### src/seg_geom_pkg.sv
// Frame limits are fixed at 64x64; counters are sized from them, not from the frame in use
`default_nettype none

package seg_geom_pkg;

    // ------------------------------
    // Frame limits
    // ------------------------------

    // Largest frame any instance may be built for
    localparam int MAX_WIDTH  = 64;
    localparam int MAX_HEIGHT = 64;

    localparam int HCNT_BITS = $clog2(MAX_WIDTH);
    localparam int VCNT_BITS = $clog2(MAX_HEIGHT);

    // ------------------------------
    // Counter types
    // ------------------------------

    // Pixel column that also serves block columns
    typedef logic [HCNT_BITS-1:0] hcnt_t;

    // Pixel row that also serves block rows
    typedef logic [VCNT_BITS-1:0] vcnt_t;

endpackage

`default_nettype wire

### src/seg_score_pkg.sv
// Four classes and 13-bit signed scores are fixed here; the argmax tree is built for four only
`default_nettype none

package seg_score_pkg;

    // ------------------------------
    // Scores
    // ------------------------------

    // Width of one signed class score
    localparam int SCORE_BITS = 13;

    localparam int CLASSES = 4;

    localparam int LABEL_BITS = $clog2(CLASSES);

    // One signed class score
    typedef logic signed [SCORE_BITS-1:0] score_t;

    // Index c holds the score of class c
    typedef score_t [CLASSES-1:0] score_vec_t;

    // ------------------------------
    // Labels
    // ------------------------------

    // Winning class index
    typedef logic [LABEL_BITS-1:0] label_t;

endpackage

`default_nettype wire

### src/class_argmax.sv
// Fixed three-cycle latency, four classes only; ties resolve to the higher class index
`default_nettype none

module class_argmax (
    input  wire logic                      clock,
    input  wire logic                      reset,
    input  wire logic                      pool_valid,
    input  wire seg_score_pkg::score_vec_t pool_scores,
    input  wire seg_geom_pkg::vcnt_t       pool_bv,
    input  wire seg_geom_pkg::hcnt_t       pool_bh,
    output logic                           block_valid,
    output seg_score_pkg::label_t          block_label,
    output seg_geom_pkg::vcnt_t            block_bv,
    output seg_geom_pkg::hcnt_t            block_bh
);

    seg_score_pkg::score_t a, b, c, d;
    seg_score_pkg::score_t more0, more1;
    seg_score_pkg::label_t win0, win1;
    logic                  s1_valid, s2_valid;
    seg_geom_pkg::vcnt_t   s1_bv, s2_bv;
    seg_geom_pkg::hcnt_t   s1_bh, s2_bh;

    always_ff @(posedge clock) begin
        if (reset) begin
            s1_valid    <= 1'b0;
            s2_valid    <= 1'b0;
            block_valid <= 1'b0;
        end else begin
            s1_valid    <= pool_valid;
            s2_valid    <= s1_valid;
            block_valid <= s2_valid;
        end
    end

    always_ff @(posedge clock) begin
        // Stage 1
        a     <= pool_scores[0];
        b     <= pool_scores[1];
        c     <= pool_scores[2];
        d     <= pool_scores[3];
        s1_bv <= pool_bv;
        s1_bh <= pool_bh;

        // Stage 2 compares the pairs
        more0 <= (a > b) ? a : b;
        win0  <= (a > b) ? seg_score_pkg::label_t'(0) : seg_score_pkg::label_t'(1);
        more1 <= (c > d) ? c : d;
        win1  <= (c > d) ? seg_score_pkg::label_t'(2) : seg_score_pkg::label_t'(3);
        s2_bv <= s1_bv;
        s2_bh <= s1_bh;

        // Stage 3 picks between the pair winners
        block_label <= (more0 > more1) ? win0 : win1;
        block_bv    <= s2_bv;
        block_bh    <= s2_bh;
    end

endmodule

`default_nettype wire

### src/label_unpool.sv
// Labels lag by one frame; label_valid stays low until the first full frame of blocks is stored
`default_nettype none

module label_unpool #(
    parameter int WIDTH  = 16,
    parameter int HEIGHT = 8
) (
    input  wire logic                  clock,
    input  wire logic                  reset,
    input  wire logic                  block_valid,
    input  wire seg_score_pkg::label_t block_label,
    input  wire seg_geom_pkg::vcnt_t   block_bv,
    input  wire seg_geom_pkg::hcnt_t   block_bh,
    input  wire logic                  pixel_valid,
    input  wire seg_geom_pkg::vcnt_t   pixel_vcnt,
    input  wire seg_geom_pkg::hcnt_t   pixel_hcnt,
    output logic                       label_valid,
    output seg_score_pkg::label_t      label,
    output seg_geom_pkg::vcnt_t        label_vcnt,
    output seg_geom_pkg::hcnt_t        label_hcnt
);

    localparam int BLOCKS_W  = WIDTH / 2;
    localparam int BLOCKS_H  = HEIGHT / 2;
    localparam int DEPTH     = BLOCKS_W * BLOCKS_H;
    localparam int ADDR_BITS = (DEPTH > 1) ? $clog2(DEPTH) : 1;

    function automatic logic [ADDR_BITS-1:0] block_addr(
        input seg_geom_pkg::vcnt_t bv,
        input seg_geom_pkg::hcnt_t bh
    );
        return ADDR_BITS'(int'(bv) * BLOCKS_W + int'(bh));
    endfunction

    logic primed;
    logic last_block;

    assign last_block = block_valid &&
                        block_bv == seg_geom_pkg::vcnt_t'(BLOCKS_H - 1) &&
                        block_bh == seg_geom_pkg::hcnt_t'(BLOCKS_W - 1);

    // Every pixel of a block reads the same entry
    pixel_ram #(
        .word_t (seg_score_pkg::label_t),
        .DEPTH  (DEPTH)
    ) label_store_i (
        .clock        (clock),
        .write_enable (block_valid),
        .write_addr   (block_addr(block_bv, block_bh)),
        .write_data   (block_label),
        .read_addr    (block_addr(pixel_vcnt >> 1, pixel_hcnt >> 1)),
        .read_data    (label)
    );

    always_ff @(posedge clock) begin
        if (reset) begin
            primed      <= 1'b0;
            label_valid <= 1'b0;
        end else begin
            if (last_block) begin
                primed <= 1'b1;
            end
            label_valid <= pixel_valid && primed;
        end
    end

    // Line up counters with the read data
    always_ff @(posedge clock) begin
        label_vcnt <= pixel_vcnt;
        label_hcnt <= pixel_hcnt;
    end

endmodule

`default_nettype wire

### src/max_pool.sv
// Needs raster order and even WIDTH and HEIGHT; block coordinates come from the input counters
`default_nettype none

module max_pool #(
    parameter int WIDTH  = 16,
    parameter int HEIGHT = 8
) (
    input  wire logic                      clock,
    input  wire logic                      reset,
    input  wire logic                      pixel_valid,
    input  wire seg_score_pkg::score_vec_t pixel_scores,
    input  wire seg_geom_pkg::vcnt_t       pixel_vcnt,
    input  wire seg_geom_pkg::hcnt_t       pixel_hcnt,
    output logic                           pool_valid,
    output seg_score_pkg::score_vec_t      pool_scores,
    output seg_geom_pkg::vcnt_t            pool_bv,
    output seg_geom_pkg::hcnt_t            pool_bh
);

    localparam int COLS     = WIDTH / 2;
    localparam int COL_BITS = (COLS > 1) ? $clog2(COLS) : 1;

    if (WIDTH % 2 != 0 || HEIGHT % 2 != 0 ||
        WIDTH > seg_geom_pkg::MAX_WIDTH || HEIGHT > seg_geom_pkg::MAX_HEIGHT) begin : g_bad_size
        $error("max_pool: frame size must be even and within the supported maxima");
    end

    function automatic seg_score_pkg::score_t max_score(
        input seg_score_pkg::score_t a,
        input seg_score_pkg::score_t b
    );
        return (a > b) ? a : b;
    endfunction

    logic [COL_BITS-1:0]       col;
    logic [COL_BITS-1:0]       hold_col;
    seg_score_pkg::score_vec_t hold_scores;
    seg_score_pkg::score_vec_t pair_max;
    seg_score_pkg::score_vec_t row_above;
    seg_score_pkg::score_vec_t block_max;
    logic [COL_BITS-1:0]       read_addr;
    logic                      row_write;
    logic                      block_done;

    assign col        = pixel_hcnt[COL_BITS:1];
    assign row_write  = pixel_valid && !pixel_vcnt[0] && pixel_hcnt[0];
    assign block_done = pixel_valid && pixel_vcnt[0] && pixel_hcnt[0];

    // Keep the address steady across gaps so the row above is ready at the odd column
    assign read_addr = pixel_valid ? col : hold_col;

    // ------------------------------
    // Horizontal pair
    // ------------------------------
    always_ff @(posedge clock) begin
        if (pixel_valid && !pixel_hcnt[0]) begin
            hold_scores <= pixel_scores;
            hold_col    <= col;
        end
    end

    always_comb begin
        for (int c = 0; c < seg_score_pkg::CLASSES; c++) begin
            pair_max[c]  = max_score(hold_scores[c], pixel_scores[c]);
            block_max[c] = max_score(pair_max[c], row_above[c]);
        end
    end

    // Pair maxima of the even row are read back on the odd row
    pixel_ram #(
        .word_t (seg_score_pkg::score_vec_t),
        .DEPTH  (COLS)
    ) row_buf_i (
        .clock        (clock),
        .write_enable (row_write),
        .write_addr   (col),
        .write_data   (pair_max),
        .read_addr    (read_addr),
        .read_data    (row_above)
    );

    // ------------------------------
    // Block output
    // ------------------------------
    always_ff @(posedge clock) begin
        if (reset) begin
            pool_valid <= 1'b0;
        end else begin
            pool_valid <= block_done;
        end
    end

    always_ff @(posedge clock) begin
        if (block_done) begin
            pool_scores <= block_max;
            pool_bv     <= pixel_vcnt >> 1;
            pool_bh     <= pixel_hcnt >> 1;
        end
    end

endmodule

`default_nettype wire

### src/pixel_ram.sv
// No reset on contents; read and write of the same address in one cycle gives undefined data
`default_nettype none

module pixel_ram #(
    parameter type word_t = logic [7:0],
    parameter int  DEPTH  = 16
) (
    input  wire logic                                   clock,
    input  wire logic                                   write_enable,
    input  wire logic [((DEPTH > 1) ? $clog2(DEPTH) : 1)-1:0] write_addr,
    input  wire word_t                                  write_data,
    input  wire logic [((DEPTH > 1) ? $clog2(DEPTH) : 1)-1:0] read_addr,
    output word_t                                       read_data
);

    word_t mem [DEPTH];

    // Write port
    always_ff @(posedge clock) begin
        if (write_enable) begin
            mem[write_addr] <= write_data;
        end
    end

    // Read port with one cycle latency
    always_ff @(posedge clock) begin
        read_data <= mem[read_addr];
    end

endmodule

`default_nettype wire

### src/seg_top.sv
// One pixel per cycle at most, no back-pressure; WIDTH and HEIGHT must be even and within 64x64
`default_nettype none

module seg_top #(
    parameter int WIDTH  = 16,
    parameter int HEIGHT = 8
) (
    input  wire logic                      clock,
    input  wire logic                      reset,
    input  wire logic                      pixel_valid,
    input  wire seg_score_pkg::score_vec_t pixel_scores,
    input  wire seg_geom_pkg::vcnt_t       pixel_vcnt,
    input  wire seg_geom_pkg::hcnt_t       pixel_hcnt,
    output logic                           label_valid,
    output seg_score_pkg::label_t          label,
    output seg_geom_pkg::vcnt_t            label_vcnt,
    output seg_geom_pkg::hcnt_t            label_hcnt
);

    // ------------------------------
    // Pooling
    // ------------------------------
    logic                      pool_valid;
    seg_score_pkg::score_vec_t pool_scores;
    seg_geom_pkg::vcnt_t       pool_bv;
    seg_geom_pkg::hcnt_t       pool_bh;

    max_pool #(
        .WIDTH  (WIDTH),
        .HEIGHT (HEIGHT)
    ) pool_i (
        .clock        (clock),
        .reset        (reset),
        .pixel_valid  (pixel_valid),
        .pixel_scores (pixel_scores),
        .pixel_vcnt   (pixel_vcnt),
        .pixel_hcnt   (pixel_hcnt),
        .pool_valid   (pool_valid),
        .pool_scores  (pool_scores),
        .pool_bv      (pool_bv),
        .pool_bh      (pool_bh)
    );

    // ------------------------------
    // Class decision per block
    // ------------------------------
    logic                  block_valid;
    seg_score_pkg::label_t block_label;
    seg_geom_pkg::vcnt_t   block_bv;
    seg_geom_pkg::hcnt_t   block_bh;

    class_argmax argmax_i (
        .clock       (clock),
        .reset       (reset),
        .pool_valid  (pool_valid),
        .pool_scores (pool_scores),
        .pool_bv     (pool_bv),
        .pool_bh     (pool_bh),
        .block_valid (block_valid),
        .block_label (block_label),
        .block_bv    (block_bv),
        .block_bh    (block_bh)
    );

    // ------------------------------
    // Unpooling
    // ------------------------------
    label_unpool #(
        .WIDTH  (WIDTH),
        .HEIGHT (HEIGHT)
    ) unpool_i (
        .clock       (clock),
        .reset       (reset),
        .block_valid (block_valid),
        .block_label (block_label),
        .block_bv    (block_bv),
        .block_bh    (block_bh),
        .pixel_valid (pixel_valid),
        .pixel_vcnt  (pixel_vcnt),
        .pixel_hcnt  (pixel_hcnt),
        .label_valid (label_valid),
        .label       (label),
        .label_vcnt  (label_vcnt),
        .label_hcnt  (label_hcnt)
    );

endmodule

`default_nettype wire

### config.mk
export PLATFORM = sky130hd
export DESIGN_NAME = seg_top
export DESIGN_NICKNAME = d
export VERILOG_FILES = /design/src/seg_geom_pkg.sv /design/src/seg_score_pkg.sv /design/src/class_argmax.sv /design/src/label_unpool.sv /design/src/max_pool.sv /design/src/pixel_ram.sv /design/src/seg_top.sv
export SDC_FILE = /design/constraint.sdc
export NUM_CORES = 1
export LEC_CHECK = 0
export BUFFER_PORTS_ARGS = -buffer_cell sky130_fd_sc_hd__buf_2
export CAP_MARGIN = 20
export CORE_AREA = 2 2 270 272
export CTS_BUF_LIST = sky130_fd_sc_hd__clkbuf_16
export CTS_CLUSTER_SIZE = 16
export DETAILED_ROUTE_END_ITERATION = 6
export DIE_AREA = 0 0 272 274
export PLACE_DENSITY = 0.63
export SKIP_CTS_REPAIR_TIMING = 1
export SLEW_MARGIN = 10
export SYNTH_ARGS = -nofsm -noshare
export SYNTH_HDL_FRONTEND = slang
export SYNTH_SLANG_ARGS = --single-unit
export TNS_END_PERCENT = 100
### constraint.sdc
create_clock -name clock -period 16.4 [get_ports clock]
set_clock_uncertainty 0.05 [all_clocks]
set_input_delay 0.82 -clock clock [delete_from_list [all_inputs] [get_ports clock]]
set_output_delay 0.82 -clock clock [all_outputs]
set_load 0.01 [all_outputs]
==> flow_metrics.tcl <==
set metrics [dict create \
    ant_nets 0 \
    vias_per_cell 5.384 \
    finalNonFillerCells 3134 \
    grt.total_usage 0.1742 \
    fmax_ghz 0.1662 \
    die-area_um2 74530 \
    synth_edf_count 597 \
    hold_start "pixel_vcnt[4]" \
    cts_root_buffer "clkbuf_16" \
    setup_violations 0 \
    wl_met1_um 28080 \
    cts_buffer_depth 3 \
    max-vdd-ir-drop_v 0.00008443 \
    cts_tree "built" \
    yosys_warnings 0 \
    crit_arrival_ns 6.43 \
    antenna_cells 0 \
    grt.overflow.total 0 \
    fp.dieW_um 272 \
    syn_inst 1977 \
    fin_util 0.5037 \
    min_path_type "primary input to register" \
    drtPass1Iterations 5 \
    drv_slew 0 \
    top_layer "met4" \
    ys.flop_type "edfxtp_1" \
    period_needed_ns 6.017 \
    rrSetupSlack_ns 10.38 \
    vias 16870 \
    start_util 0.4453 \
    io_buffers 81 \
    rsz0062_at_grt "false" \
    grt_pass1_vias 17610 \
    avgSynthCellArea_um2 16.21 \
    wirelength_um 64360 \
    relSlewSlack 0.2873 \
    critPathKind "register to register" \
    dpl.hpwl_um 37460 \
    cts_sinks 781 \
    rr_startpoint "pool_i.hold_scores[25]" \
    worstReg2RegEnd "pool_i.pool_scores[15]" \
    status "completed" \
    antenna_found_initial 0 \
    ys_seq_area_frac 0.6744 \
    grt_pass1_wl_um 100100 \
    ios 82 \
    path_clk_slew_ns 0.06 \
    fp.dieH_um 274 \
    drive_gt1_frac 0.2303 \
    core_area_um2 71970 \
    syn-num-nets 2189 \
    hold_viol 0 \
    drv_cap 0 \
    ys_types 75 \
    startpoint_type "register" \
    clock_latency_ns 0.63 \
    holdPathEnd "unpool_i.label_vcnt[4]" \
    post-place-cells 2972 \
    multi_input_area_um2 9510 \
    leakage_nw 13.62 \
    reg2reg_depth 16 \
    setup_tns_ns 0 \
    ys_ff_latch 781 \
    min_period_over_period 0.3669 \
    htree_levels 3 \
    regArea_um2 21610 \
    cp-end-kind "register" \
    drc 0 \
    numCtsBuffers 84 \
    drtIter0Drc 1059 \
    cp-startpoint "pool_i.hold_scores[25]" \
    min_path_cells 1 \
    worst_slew_pin_slew_ns 1.064 \
    final_nets 2315 \
    area_delta_synth_final_pct 13.12 \
    wl_met2_um 32270 \
    fill_cells 5826 \
    num_rows 99 \
    grt_max_degree 105 \
    gp_congestion 0.8316 \
    async_flop_share 0 \
    critPathMaxFanout 31 \
    syn_area_um2 32040 \
    power.density_nw_per_um2 129.9 \
    wl_per_cell_um 20.54 \
    required_ns 16.81 \
    route.met3.wl_um 2235 \
]
==> worst max path at each step <==
stage	to	cells after the start
finish	pool_i.pool_scores[15]	16
global route	pool_i.pool_scores[15]	15
CTS	pool_i.pool_scores[15]	15
detailed placement	pool_i.pool_scores[15]	17
global placement	pool_i.pool_scores[15]	17
floorplan	pool_i.row_buf_i.mem[4][0]	5
==> placed cells by master, fill, tap and decap left out, types with 12 or more instances in the layout <==
cell       Yosys  final
nand3_1       18     18
nor2b_1       24     23
and3_1        13     12
and2_1        13     13
nand4_1       14     14
dfxtp_1      184    184
a221oi_1      27     27
nand2_1       54     54
clkinv_2       0     15
a21oi_1       36     36
inv_1        188    209
nor2_1        93     87
clkbuf_16      0     84
mux2_2       109    109
buf_4          2     19
o22ai_1       15     15
mux4_2       113    113
nand3b_1      14     14
buf_2         27     82
mux2i_1       40     37
a31oi_1       32     32
ha_1         145    145
edfxtp_1     597    597
o21ai_0       22     22
a21o_1        32     32
mux2_4        21     21
clkinv_1       0     18
==> worst max-delay path, cell delays in order, from the launching register on <==
cell and delay [ns]:
edfxtp_1 0.42, ha_1 0.85, nand4_1 0.28, a311o_1 0.37, a21boi_1 0.73, nor2b_1 0.40
a21boi_0 0.35, inv_1 0.20, ha_1 0.35, nand3_1 0.11, nor3_1 0.34, a21boi_0 0.23
or3_1 0.15, o21ai_0 0.08, o21ai_1 0.41, buf_4 0.32, mux2i_1 0.21
==> state kept, by name, summed over array words and instances, names as in the netlist, 52 cells and up <==
signal,count
pool_i.row_buf_i.mem,416
unpool_i.label_store_i.mem,64
pool_i.hold_scores,52
pool_i.pool_scores,52
pool_i.row_buf_i.read_data,52
==> final cells by class <==
cell class                      instances  share of cell area
Clock buffer                           84             0.05799
Timing Repair Buffer                  105             0.01729
Sequential cell                       781              0.5962
Clock inverter                         74             0.01350
Tap cell                              959             0.03310
Inverter                              189             0.01957
Multi-Input combinational cell        942              0.2624
==> cells in the mapped netlist, types with 4 or more instances <==
library cell	n	area [um^2]
mux2i_1	40	400.4
o21ai_1	4	20.02
a21oi_1	36	180.2
buf_1	10	37.54
o21ai_0	22	110.1
buf_2	27	135.1
nor2_1	93	349.1
and3_1	13	81.33
o22ai_1	15	93.84
a21boi_0	6	45.04
ha_1	145	1814
dfxtp_1	184	3684
a21o_1	32	240.2
and4_1	4	35.03
mux4_2	113	2545
a211oi_1	7	52.55
a21boi_1	8	60.06
clkbuf_1	22	82.58
nor3_1	11	55.05
mux2_4	21	315.3
edfxtp_1	597	17930
nand2_1	54	202.7
nand3_1	18	90.09
nor2b_1	24	150.1
mux2_2	109	1227
a221oi_1	27	236.5
and2_1	13	81.33
o21a_1	7	52.55
nand3b_1	14	105.1
buf_6	4	45.04
a31oi_1	32	200.2
or3_1	4	25.02
nand2b_1	4	25.02
inv_1	188	705.7
nand4_1	14	87.58
==> where the power goes <==
part	internal (mW)	switching, mW
registers	2.29	0.0455
clock network	0.989	0.771
logic	0.274	0.344
==> per-layer routing <==
layer	track usage	vias up
met1	0.2223	8623
met4	0.05393	0
met5	0	-
met3	0.02802	122
li1	-	7815
met2	0.3052	313
==> through the flow <==
| stage | setup slack [ns] | hold WS [ns] | instance area (um^2) | total power [mW] |
|---|---|---|---|---|
| floorplan | 10.51 | 0.2596 | 32040 | 2.806 |
| global placement | 10.14 | 0.2603 | 33590 | 2.957 |
| detailed placement | 9.950 | 0.2621 | 33600 | 2.981 |
| CTS | 10.47 | 0.2305 | 36190 | 4.746 |
| global route | 9.907 | 0.2319 | 36250 | 4.903 |
| finish | 10.38 | 0.2669 | 36250 | 4.709 |
==> cell families after synthesis <==
logic type	after synthesis	synth area share
flip-flops	781	0.6744
adder cells (fa/ha/maj)	145	0.05662
multiplexers	286	0.1411
AO/OA/AOI/OAI	227	0.05080
buffers and inverters	254	0.03198
AND/OR/NAND/NOR	279	0.04373
XOR/XNOR	5	0.001367
Note: power is estimated with default switching activity, not from simulation.
